<file path="config.mk">
export PLATFORM = sky130hd
export DESIGN_NAME = tl_fifo_top
export DESIGN_NICKNAME = d
export VERILOG_FILES = /design/src/tl_fifo_pkg.sv /design/src/tl_burst_tracker.sv /design/src/tl_fifo_converter.sv /design/src/tl_fifo_top.sv /design/src/tl_latency_regs.sv /design/src/tl_ooo_memory.sv
export SDC_FILE = /design/constraint.sdc
export NUM_CORES = 2
export LEC_CHECK = 0
export BUFFER_PORTS_ARGS = -buffer_cell sky130_fd_sc_hd__buf_4
export CAP_MARGIN = 20
export CORE_MARGIN = 1
export CORE_UTILIZATION = 30
export DETAILED_ROUTE_END_ITERATION = 10
export GPL_ROUTABILITY_DRIVEN = 1
export PLACE_DENSITY = 0.42
export RECOVER_POWER = 100
export SLEW_MARGIN = 20
export SYNTH_ARGS = -nofsm -noshare
export SYNTH_HDL_FRONTEND = slang
export SYNTH_SLANG_ARGS = --single-unit
</file>
<file path="constraint.sdc">
create_clock -name clk_i -period 8.7 [get_ports clk_i]
set_input_delay 0.435 -clock clk_i [delete_from_list [all_inputs] [get_ports clk_i]]
set_output_delay 0.435 -clock clk_i [all_outputs]
set_load 0.1 [all_outputs]
</file>
<file path="src/tl_fifo_pkg.sv">
package tl_fifo_pkg;

  //////////////////////////////////////////////////////////////////////
  // Widths
  //////////////////////////////////////////////////////////////////////

  localparam int unsigned DataWidth     = 32;
  localparam int unsigned MaskWidth     = DataWidth / 8;
  localparam int unsigned AddrWidth     = 8;
  localparam int unsigned SourceWidth   = 2;
  localparam int unsigned TrackerWidth  = 2;
  localparam int unsigned NumTracker    = 4;
  localparam int unsigned SizeWidth     = 3;
  localparam int unsigned MaxSize       = 4;
  localparam int unsigned MaxBurstLen   = 4;
  localparam int unsigned BurstIdxWidth = 2;
  localparam int unsigned LatWidth      = 4;
  localparam int unsigned MemWords      = 64;

  // Log2 of the bytes in one beat, and the word index width of the memory.
  localparam int unsigned BeatSize      = $clog2(DataWidth / 8);
  localparam int unsigned MemIdxWidth   = $clog2(MemWords);

  //////////////////////////////////////////////////////////////////////
  // Opcodes and channel payloads
  //////////////////////////////////////////////////////////////////////

  typedef enum logic [2:0] {
    PutFullData = 3'd0,
    Get         = 3'd4
  } tl_a_op_e;

  typedef enum logic [2:0] {
    AccessAck     = 3'd0,
    AccessAckData = 3'd1
  } tl_d_op_e;

  typedef struct packed {
    tl_a_op_e               opcode;
    logic [SizeWidth-1:0]   size;
    logic [SourceWidth-1:0] source;
    logic [AddrWidth-1:0]   address;
    logic [MaskWidth-1:0]   mask;
    logic [DataWidth-1:0]   data;
  } tl_a_host_t;

  typedef struct packed {
    tl_a_op_e                opcode;
    logic [SizeWidth-1:0]    size;
    logic [TrackerWidth-1:0] source;
    logic [AddrWidth-1:0]    address;
    logic [MaskWidth-1:0]    mask;
    logic [DataWidth-1:0]    data;
  } tl_a_dev_t;

  typedef struct packed {
    tl_d_op_e               opcode;
    logic [SizeWidth-1:0]   size;
    logic [SourceWidth-1:0] source;
    logic [DataWidth-1:0]   data;
  } tl_d_host_t;

  typedef struct packed {
    tl_d_op_e                opcode;
    logic [SizeWidth-1:0]    size;
    logic [TrackerWidth-1:0] source;
    logic [DataWidth-1:0]    data;
  } tl_d_dev_t;

  // One write to the latency table.
  typedef struct packed {
    logic                    wr_en;
    logic [TrackerWidth-1:0] slot;
    logic [LatWidth-1:0]     latency;
  } lat_cfg_t;

  // Index of the last beat of a message.
  // Only data-carrying messages span more than one beat.
  function automatic logic [BurstIdxWidth-1:0] last_beat_idx(input logic has_data,
                                                             input logic [SizeWidth-1:0] size);
    logic [SizeWidth-1:0] clamped;
    clamped = (size > SizeWidth'(MaxSize)) ? SizeWidth'(MaxSize) : size;
    if (!has_data || clamped <= SizeWidth'(BeatSize)) begin
      return '0;
    end
    return BurstIdxWidth'((1 << (clamped - SizeWidth'(BeatSize))) - 1);
  endfunction

endpackage

</file>
<file path="src/tl_burst_tracker.sv">
`timescale 1ns/10ps

module tl_burst_tracker (
  input  logic                                   clk_i,
  input  logic                                   rst_ni,

  input  logic                                   a_valid_i,
  input  logic                                   a_ready_i,
  input  tl_fifo_pkg::tl_a_op_e                  a_op_i,
  input  logic [tl_fifo_pkg::SizeWidth-1:0]      a_size_i,

  input  logic                                   d_valid_i,
  input  logic                                   d_ready_i,
  input  tl_fifo_pkg::tl_d_op_e                  d_op_i,
  input  logic [tl_fifo_pkg::SizeWidth-1:0]      d_size_i,

  output logic                                   a_first_o,
  output logic                                   d_last_o,
  output logic [tl_fifo_pkg::BurstIdxWidth-1:0]  d_idx_o
);

  import tl_fifo_pkg::*;

  logic [BurstIdxWidth-1:0] a_cnt_q;
  logic [BurstIdxWidth-1:0] d_cnt_q;
  logic [BurstIdxWidth-1:0] a_last_idx;
  logic [BurstIdxWidth-1:0] d_last_idx;
  logic                     a_last;

  // Puts carry data on A, AccessAckData carries data on D.
  assign a_last_idx = last_beat_idx(a_op_i == PutFullData, a_size_i);
  assign d_last_idx = last_beat_idx(d_op_i == AccessAckData, d_size_i);

  assign a_last    = (a_cnt_q == a_last_idx);
  assign a_first_o = (a_cnt_q == '0);
  assign d_last_o  = (d_cnt_q == d_last_idx);
  assign d_idx_o   = d_cnt_q;

  //////////////////////////////////////////////////////////////////////
  // Beat counters
  //////////////////////////////////////////////////////////////////////

  always_ff @(posedge clk_i or negedge rst_ni) begin
    if (!rst_ni) begin
      a_cnt_q <= '0;
      d_cnt_q <= '0;
    end else begin
      if (a_valid_i && a_ready_i) begin
        a_cnt_q <= a_last ? '0 : a_cnt_q + BurstIdxWidth'(1);
      end
      if (d_valid_i && d_ready_i) begin
        // Wrap back to zero after the final beat.
        d_cnt_q <= d_last_o ? '0 : d_cnt_q + BurstIdxWidth'(1);
      end
    end
  end

endmodule

</file>
<file path="src/tl_fifo_converter.sv">
`timescale 1ns/10ps

module tl_fifo_converter (
  input  logic                    clk_i,
  input  logic                    rst_ni,

  input  logic                    host_a_valid_i,
  output logic                    host_a_ready_o,
  input  tl_fifo_pkg::tl_a_host_t host_a_i,

  output logic                    host_d_valid_o,
  input  logic                    host_d_ready_i,
  output tl_fifo_pkg::tl_d_host_t host_d_o,

  output logic                    dev_a_valid_o,
  input  logic                    dev_a_ready_i,
  output tl_fifo_pkg::tl_a_dev_t  dev_a_o,

  input  logic                    dev_d_valid_i,
  output logic                    dev_d_ready_o,
  input  tl_fifo_pkg::tl_d_dev_t  dev_d_i
);

  import tl_fifo_pkg::*;

  // Response fields captured on the last device beat.
  typedef struct packed {
    tl_d_op_e             opcode;
    logic [SizeWidth-1:0] size;
  } d_ctrl_t;

  //////////////////////////////////////////////////////////////////////
  // Beat tracking on both links
  //////////////////////////////////////////////////////////////////////

  logic                     host_a_first;
  logic                     host_d_last;
  logic [BurstIdxWidth-1:0] host_d_idx;
  logic                     device_d_last;
  logic [BurstIdxWidth-1:0] device_d_idx;

  tl_burst_tracker host_burst_tracker (
    .clk_i,
    .rst_ni,
    .a_valid_i (host_a_valid_i),
    .a_ready_i (host_a_ready_o),
    .a_op_i    (host_a_i.opcode),
    .a_size_i  (host_a_i.size),
    .d_valid_i (host_d_valid_o),
    .d_ready_i (host_d_ready_i),
    .d_op_i    (host_d_o.opcode),
    .d_size_i  (host_d_o.size),
    .a_first_o (host_a_first),
    .d_last_o  (host_d_last),
    .d_idx_o   (host_d_idx)
  );

  tl_burst_tracker device_burst_tracker (
    .clk_i,
    .rst_ni,
    .a_valid_i (dev_a_valid_o),
    .a_ready_i (dev_a_ready_i),
    .a_op_i    (dev_a_o.opcode),
    .a_size_i  (dev_a_o.size),
    .d_valid_i (dev_d_valid_i),
    .d_ready_i (dev_d_ready_o),
    .d_op_i    (dev_d_i.opcode),
    .d_size_i  (dev_d_i.size),
    .a_first_o (),
    .d_last_o  (device_d_last),
    .d_idx_o   (device_d_idx)
  );

  //////////////////////////////////////////////////////////////////////
  // Slot ring and response buffer
  //////////////////////////////////////////////////////////////////////

  logic [NumTracker-1:0]                  slot_valid_q, slot_valid_d;
  logic [NumTracker-1:0]                  slot_ready_q, slot_ready_d;
  logic [NumTracker-1:0][SourceWidth-1:0] slot_source_q;
  d_ctrl_t [NumTracker-1:0]               slot_ctrl_q;
  logic [NumTracker-1:0][MaxBurstLen-1:0][DataWidth-1:0] slot_data_q;

  logic [TrackerWidth-1:0] a_ptr_q, a_ptr_d;
  logic [TrackerWidth-1:0] d_ptr_q, d_ptr_d;
  logic                    slot_free;
  logic                    a_alloc;

  // A first beat needs a free slot; later beats ride on the slot already taken.
  assign slot_free = !slot_valid_q[a_ptr_q];
  assign a_alloc   = host_a_valid_i && host_a_ready_o && host_a_first;

  always_comb begin
    slot_valid_d = slot_valid_q;
    slot_ready_d = slot_ready_q;
    a_ptr_d      = a_ptr_q;
    d_ptr_d      = d_ptr_q;

    if (dev_d_valid_i && dev_d_ready_o && device_d_last) begin
      slot_ready_d[dev_d_i.source] = 1'b1;
    end

    // Release the oldest slot once its last beat reaches the host.
    if (host_d_valid_o && host_d_ready_i && host_d_last) begin
      slot_valid_d[d_ptr_q] = 1'b0;
      slot_ready_d[d_ptr_q] = 1'b0;
      d_ptr_d               = d_ptr_q + TrackerWidth'(1);
    end

    if (a_alloc) begin
      slot_valid_d[a_ptr_q] = 1'b1;
      a_ptr_d               = a_ptr_q + TrackerWidth'(1);
    end
  end

  always_ff @(posedge clk_i or negedge rst_ni) begin
    if (!rst_ni) begin
      slot_valid_q <= '0;
      slot_ready_q <= '0;
      a_ptr_q      <= '0;
      d_ptr_q      <= '0;
    end else begin
      slot_valid_q <= slot_valid_d;
      slot_ready_q <= slot_ready_d;
      a_ptr_q      <= a_ptr_d;
      d_ptr_q      <= d_ptr_d;
    end
  end

  always_ff @(posedge clk_i) begin
    if (a_alloc) begin
      slot_source_q[a_ptr_q] <= host_a_i.source;
    end
    if (dev_d_valid_i && dev_d_ready_o) begin
      slot_data_q[dev_d_i.source][device_d_idx] <= dev_d_i.data;
      if (device_d_last) begin
        slot_ctrl_q[dev_d_i.source] <= '{opcode: dev_d_i.opcode, size: dev_d_i.size};
      end
    end
  end

  //////////////////////////////////////////////////////////////////////
  // Channel outputs
  //////////////////////////////////////////////////////////////////////

  assign host_a_ready_o = (!host_a_first || slot_free) && dev_a_ready_i;
  assign dev_a_valid_o  = host_a_valid_i && (!host_a_first || slot_free);

  always_comb begin
    dev_a_o         = '0;
    dev_a_o.opcode  = host_a_i.opcode;
    dev_a_o.size    = host_a_i.size;
    dev_a_o.source  = a_ptr_q;
    dev_a_o.address = host_a_i.address;
    dev_a_o.mask    = host_a_i.mask;
    dev_a_o.data    = host_a_i.data;
  end

  // Device responses are always taken into the buffer.
  assign dev_d_ready_o = 1'b1;

  assign host_d_valid_o  = slot_ready_q[d_ptr_q];
  assign host_d_o.opcode = slot_ctrl_q[d_ptr_q].opcode;
  assign host_d_o.size   = slot_ctrl_q[d_ptr_q].size;
  assign host_d_o.source = slot_source_q[d_ptr_q];
  assign host_d_o.data   = slot_data_q[d_ptr_q][host_d_idx];

endmodule

</file>
<file path="src/tl_fifo_top.sv">
`timescale 1ns/10ps

module tl_fifo_top (
  input  logic                    clk_i,
  input  logic                    rst_ni,

  input  logic                    host_a_valid_i,
  output logic                    host_a_ready_o,
  input  tl_fifo_pkg::tl_a_host_t host_a_i,

  output logic                    host_d_valid_o,
  input  logic                    host_d_ready_i,
  output tl_fifo_pkg::tl_d_host_t host_d_o,

  input  tl_fifo_pkg::lat_cfg_t   lat_cfg_i
);

  import tl_fifo_pkg::*;

  logic                                dev_a_valid;
  logic                                dev_a_ready;
  tl_a_dev_t                           dev_a;
  logic                                dev_d_valid;
  tl_d_dev_t                           dev_d;
  logic [NumTracker-1:0][LatWidth-1:0] lat_table;

  tl_fifo_converter u_converter (
    .clk_i,
    .rst_ni,
    .host_a_valid_i,
    .host_a_ready_o,
    .host_a_i,
    .host_d_valid_o,
    .host_d_ready_i,
    .host_d_o,
    .dev_a_valid_o (dev_a_valid),
    .dev_a_ready_i (dev_a_ready),
    .dev_a_o       (dev_a),
    .dev_d_valid_i (dev_d_valid),
    // The memory sends without waiting for ready.
    .dev_d_ready_o (),
    .dev_d_i       (dev_d)
  );

  tl_ooo_memory u_memory (
    .clk_i,
    .rst_ni,
    .a_valid_i (dev_a_valid),
    .a_ready_o (dev_a_ready),
    .a_i       (dev_a),
    .d_valid_o (dev_d_valid),
    .d_o       (dev_d),
    .lat_i     (lat_table)
  );

  tl_latency_regs u_latency_regs (
    .clk_i,
    .rst_ni,
    .cfg_i (lat_cfg_i),
    .lat_o (lat_table)
  );

endmodule

</file>
<file path="src/tl_latency_regs.sv">
`timescale 1ns/10ps

module tl_latency_regs (
  input  logic                  clk_i,
  input  logic                  rst_ni,

  input  tl_fifo_pkg::lat_cfg_t cfg_i,
  output logic [tl_fifo_pkg::NumTracker-1:0][tl_fifo_pkg::LatWidth-1:0] lat_o
);

  import tl_fifo_pkg::*;

  logic [NumTracker-1:0][LatWidth-1:0] lat_q;
  logic [LatWidth-1:0]                 wr_lat;

  // A latency of zero is raised to one cycle.
  assign wr_lat = (cfg_i.latency == '0) ? LatWidth'(1) : cfg_i.latency;

  always_ff @(posedge clk_i or negedge rst_ni) begin
    if (!rst_ni) begin
      for (int i = 0; i < NumTracker; i++) begin
        lat_q[i] <= LatWidth'(1);
      end
    end else if (cfg_i.wr_en) begin
      lat_q[cfg_i.slot] <= wr_lat;
    end
  end

  assign lat_o = lat_q;

endmodule

</file>
<file path="src/tl_ooo_memory.sv">
`timescale 1ns/10ps

module tl_ooo_memory (
  input  logic                   clk_i,
  input  logic                   rst_ni,

  input  logic                   a_valid_i,
  output logic                   a_ready_o,
  input  tl_fifo_pkg::tl_a_dev_t a_i,

  output logic                   d_valid_o,
  output tl_fifo_pkg::tl_d_dev_t d_o,

  input  logic [tl_fifo_pkg::NumTracker-1:0][tl_fifo_pkg::LatWidth-1:0] lat_i
);

  import tl_fifo_pkg::*;

  typedef enum logic {
    IDLE,
    BURST
  } mem_state_e;

  // One pending request per slot.
  typedef struct packed {
    logic                   valid;
    tl_a_op_e               opcode;
    logic [SizeWidth-1:0]   size;
    logic [MemIdxWidth-1:0] word;
    logic [LatWidth-1:0]    count;
  } pend_t;

  logic [DataWidth-1:0]     mem_q [MemWords];
  pend_t [NumTracker-1:0]   pend_q;

  mem_state_e               state_q, state_d;
  logic [TrackerWidth-1:0]  cur_q, cur_d;
  logic [BurstIdxWidth-1:0] beat_q, beat_d;

  logic                     any_eligible;
  logic [TrackerWidth-1:0]  sel_slot;
  logic [TrackerWidth-1:0]  slot;
  logic [BurstIdxWidth-1:0] beat;
  logic [BurstIdxWidth-1:0] last_beat;
  logic                     d_last;
  logic [MemIdxWidth-1:0]   rd_word;
  logic [MemIdxWidth-1:0]   wr_word;

  assign a_ready_o = 1'b1;
  assign wr_word   = a_i.address[BeatSize +: MemIdxWidth];

  // Lowest eligible slot wins.
  always_comb begin
    any_eligible = 1'b0;
    sel_slot     = '0;
    for (int i = NumTracker - 1; i >= 0; i--) begin
      if (pend_q[i].valid && pend_q[i].count == '0) begin
        any_eligible = 1'b1;
        sel_slot     = TrackerWidth'(i);
      end
    end
  end

  //////////////////////////////////////////////////////////////////////
  // Responder
  //////////////////////////////////////////////////////////////////////

  // The first beat goes out straight from IDLE; BURST covers the rest.
  assign slot      = (state_q == BURST) ? cur_q : sel_slot;
  assign beat      = (state_q == BURST) ? beat_q : '0;
  assign last_beat = last_beat_idx(pend_q[slot].opcode == Get, pend_q[slot].size);
  assign d_valid_o = (state_q == BURST) || any_eligible;
  assign d_last    = d_valid_o && (beat == last_beat);
  assign rd_word   = pend_q[slot].word + MemIdxWidth'(beat);

  assign d_o.opcode = (pend_q[slot].opcode == Get) ? AccessAckData : AccessAck;
  assign d_o.size   = pend_q[slot].size;
  assign d_o.source = slot;
  assign d_o.data   = (pend_q[slot].opcode == Get) ? mem_q[rd_word] : '0;

  always_comb begin
    state_d = state_q;
    cur_d   = cur_q;
    beat_d  = beat_q;
    case (state_q)
      IDLE: begin
        if (any_eligible && !d_last) begin
          state_d = BURST;
          cur_d   = sel_slot;
          beat_d  = BurstIdxWidth'(1);
        end
      end
      BURST: begin
        if (d_last) begin
          state_d = IDLE;
        end else begin
          beat_d = beat_q + BurstIdxWidth'(1);
        end
      end
      default: state_d = IDLE;
    endcase
  end

  //////////////////////////////////////////////////////////////////////
  // Storage and pending slots
  //////////////////////////////////////////////////////////////////////

  always_ff @(posedge clk_i or negedge rst_ni) begin
    if (!rst_ni) begin
      for (int w = 0; w < MemWords; w++) begin
        mem_q[w] <= 32'hA500_0000 + DataWidth'(w);
      end
      pend_q  <= '0;
      state_q <= IDLE;
      cur_q   <= '0;
      beat_q  <= '0;
    end else begin
      for (int i = 0; i < NumTracker; i++) begin
        if (pend_q[i].valid && pend_q[i].count != '0) begin
          pend_q[i].count <= pend_q[i].count - LatWidth'(1);
        end
      end
      if (d_last) begin
        pend_q[slot].valid <= 1'b0;
      end
      if (a_valid_i && a_ready_o) begin
        pend_q[a_i.source] <= '{valid: 1'b1, opcode: a_i.opcode, size: a_i.size,
                                word: wr_word, count: lat_i[a_i.source]};
        // Puts land in memory at acceptance.
        if (a_i.opcode == PutFullData) begin
          for (int b = 0; b < MaskWidth; b++) begin
            if (a_i.mask[b]) begin
              mem_q[wr_word][8*b +: 8] <= a_i.data[8*b +: 8];
            end
          end
        end
      end
      state_q <= state_d;
      cur_q   <= cur_d;
      beat_q  <= beat_d;
    end
  end

endmodule
</file>
==> impl_metrics.ini <==
[clock_tree]
cts_buffer_depth = 4
clk_latency_ns = 0.93
clk_pin_slew_ns = 0.06
cts_resized = 0
cts_tree = done
cts_max_level = 5
cts_setup_buffers = 0
numCtsBuffers = 316
clockRootBuffer = clkbuf_16
cts_sinks = 2691

[timing]
setup_tns_ns = 0
finClkSkew_ns = 0.05034
hold_violations = 0
tightest_slew_ns = 5.903
setup_viol = 0
min_period_ns = 7.608
finalCritPeriodShare = 0.8744
maxSlewViolCount = 1740
timing.fmax_ghz = 0.1314
rsz0062_at_grt = no
slew_headroom = -2.936

[synthesis]
yosysWarnings = 0
syn_area_per_cell_sq_um = 16.22
synth_area_sq_um = 119800
synth_top_area_share = 0.3558
synthTopCellsByArea = dfrtp_1 36%, mux2_2 20%, edfxtp_1 13%
synth_top_cells_by_count = 2107 x mux2_2, 1703 x dfrtp_1, 691 x mux4_2
yosysMostFrequentCell = mux2_2
synth_cell_types = 66
yosysTopAreaCell = dfrtp_1
synth_cells = 7385
ys_seq_area_frac = 0.5894
synth_edf_count = 536
ys_async_sr_fraction = 0.8008
synth_ff_type = dfrtp_1
ys_seq_elements = 2691

[min_path]
min_to = u_memory.pend_q[31]$_DFFE_PN0P_
hold_start = host_a_valid_i
holdPathStages = 3
min_path_type = primary input to flop

[global_routing]
use_met2 = 0.2986
grtUsageTotal = 0.1869
grt_pass1_vias = 71690
met1_usage = 0.2610
grt_max_degree = 178
grt_pass1_wl_mm = 543.6
grt_overflow = 0
grt_most_used_layer = met2
met3_usage = 0.02851
antenna_found_initial = 29

[setup_path]
cp.required_ns = 9.14
cp_max_fo = 21
r2r_start = u_memory.pend_q[51]$_DFF_PN0_
critPathKind = flop to flop
rr_worst_depth = 15
startpoint_type = flop
reg2reg_slack_ns = 1.09
cp.arrival_ns = 8.05
worst_setup_path_end_kind = flop
rr_endpoint = u_converter.slot_data_q[8]$_DFFE_PP_

[routing]
drt_iter0_drc = 4048
routedWlPerCell_microns = 29.09
routed_wl_mm = 377.7
firstDrtPassIters = 7
final_antenna_net_count = 0
num_vias = 67387
drc_errors = 0
viasPerCell = 5.191

[die]
coreArea_sq_um = 396500
die_w_microns = 633.8
start_util = 0.3020
die_h_microns = 633.8
row_count = 231
die_area_sq_um = 401800
pin_count = 105

[power]
seq_power_share = 0.332
ir_worst_vdd_uv = 433.3
clkPwrFrac = 0.308
cellLeakagePower_nw = 58.06
p_sw_frac = 0.3845
power_frac_comb = 0.361
p_sw_w = 0.01662
p_int_w = 0.02661
p_total_w = 0.04323
p_per_area_nw_per_um2 = 314.8

[cells_and_area]
fin_util = 0.3463
fillCellCount = 37971
syn2layout_area_growth_pct = 14.65
final_nets = 7542
drive_gt1_frac = 0.5172

[placed_design]
io_buffers = 100
hpwl_mm = 228.0
gp_congestion = 0.7463

[status]
outcome = finished, violations left
failed_checks = capacitance limit, slew limit

[job]
max-cap-violations = 32
-- timing repair --
item / 4_1_cts / 5_1_grt
hold endpoints to repair: 183 / 0
hold buffers: 28 / 0
endpoints found under the setup margin: 0 / 0
-- through the flow --
stage	cell area, sq um	hold WS [ns]	cells	setup WS (ns)
finish	137300	0.1340	12981	1.092
global route	137300	0.1047	12961	0.7730
detailed placement	127100	0.4636	12351	1.757
CTS	137600	0.03927	12957	1.723
floorplan	119800	0.1394	7386	3.282
global placement	127100	0.4590	12348	1.770
-- flip-flops by register name, summed over array words and instances (netlist names) --
name / flops
u_converter.slot_valid_q: 4
u_memory.mem_q: 2048
u_converter.d_ptr_q: 2
u_memory.pend_q: 68
u_converter.device_burst_tracker.d_idx_o: 2
u_converter.slot_data_q: 512
u_converter.slot_ready_q: 4
u_converter.host_burst_tracker.d_idx_o: 2
u_converter.a_ptr_q: 2
u_memory.state_q: 1
u_converter.slot_ctrl_q: 16
u_converter.host_burst_tracker.a_cnt_q: 2
u_memory.beat_q: 2
u_memory.cur_q: 2
u_converter.slot_source_q: 8
u_latency_regs.lat_o: 16
-- how the worst max path moves through the flow --
stage          cells past startpoint  slack [ns]                          start                                     end
2_1_floorplan                     16        3.28  u_memory.pend_q[17]$_DFF_PN0_  u_converter.slot_data_q[105]$_DFFE_PP_
3_3_place_gp                      16        1.77  u_memory.pend_q[17]$_DFF_PN0_  u_converter.slot_data_q[133]$_DFFE_PP_
3_5_place_dp                      16        1.76  u_memory.pend_q[17]$_DFF_PN0_    u_converter.slot_data_q[5]$_DFFE_PP_
4_1_cts                           16        1.72  u_memory.pend_q[17]$_DFF_PN0_  u_converter.slot_data_q[133]$_DFFE_PP_
5_1_grt                           15        0.77  u_memory.pend_q[51]$_DFF_PN0_    u_converter.slot_data_q[7]$_DFFE_PP_
6_report                          15        1.09  u_memory.pend_q[51]$_DFF_PN0_    u_converter.slot_data_q[8]$_DFFE_PP_
-- placed cells by master (no fill, tap or decap), types with 6 or more instances in the layout --
cell	n
mux2_2	2102
dfrtp_1	1700
mux4_2	691
edfxtp_1	536
nand2_1	525
dfstp_2	452
clkbuf_16	320
clkbuf_1	178
buf_4	141
nor3b_1	137
a311oi_1	128
a211oi_1	126
nor2_1	90
clkbuf_8	58
nor2_2	46
clkinv_2	40
buf_12	38
or4_1	33
o21ai_0	28
dlygate4sd3_1	28
inv_1	26
diode_2	23
nand3_1	21
ha_1	21
nor2_4	19
clkinv_1	18
a21oi_1	16
bufinv_16	15
nor3_1	12
a21o_1	10
xor2_1	9
nand3b_1	9
inv_6	9
clkinv_8	8
o21a_1	7
xnor2_1	7
a31oi_1	6
and2_0	6
-- power groups by stage --
stage	logic (W)	registers, W	clock network (W)
2_1_floorplan	0.0101	0.0143	0
3_5_place_dp	0.0162	0.0146	0
4_1_cts	0.0163	0.0143	0.0137
3_3_place_gp	0.0162	0.0145	0
6_report	0.0156	0.0143	0.0133
5_1_grt	0.0165	0.0144	0.0142
-- worst max-delay path: stages, from the launching register on --
cell,delay [ns]
dfrtp_1,0.37
inv_1,0.12
ha_1,0.18
and4bb_1,0.31
a211oi_1,0.18
nor2_1,0.90
mux4_2,0.44
ha_4,0.14
inv_1,0.05
fa_2,1.56
buf_4,0.48
mux4_2,0.36
nor3b_1,0.15
a211oi_1,0.52
a311oi_1,0.19
or4_1,1.04
-- metal layers --
metal  routed length [microns]  up-vias
met3                     15730      509
met4                     11790       19
met5                       137        -
li1                          -    28303
met1                    173000    37347
met2                    177100     1209
-- final cells by class --
type / count / area [sq um] / share of cell area
multi-input cells: 4126 / 47230 / 0.3440
flip-flops and latches: 2691 / 70600 / 0.5141
well taps: 5242 / 6559 / 0.04776
inverters: 26 / 97.59 / 0.0007107
repair buffers: 295 / 2522 / 0.01837
clock buffers: 478 / 9181 / 0.06686
diodes: 23 / 57.56 / 0.0004191
clock inverters: 100 / 1075 / 0.007827
-- logic make-up (layout without fill, tap and decap cells) --
family,after synthesis,count (layout),synth area share
AOI/OAI and AO/OA,346,346,0.02254
xor gates and xnor gates,17,17,0.001306
adders and majority gates,23,23,0.002465
buffers and inverters,569,899,0.01887
DFF,2691,2691,0.5894
muxes,2802,2802,0.3284
other,1,25,0.00003131
and+or+nand+nor,936,936,0.03704
Power figures use the tool's default switching activity.
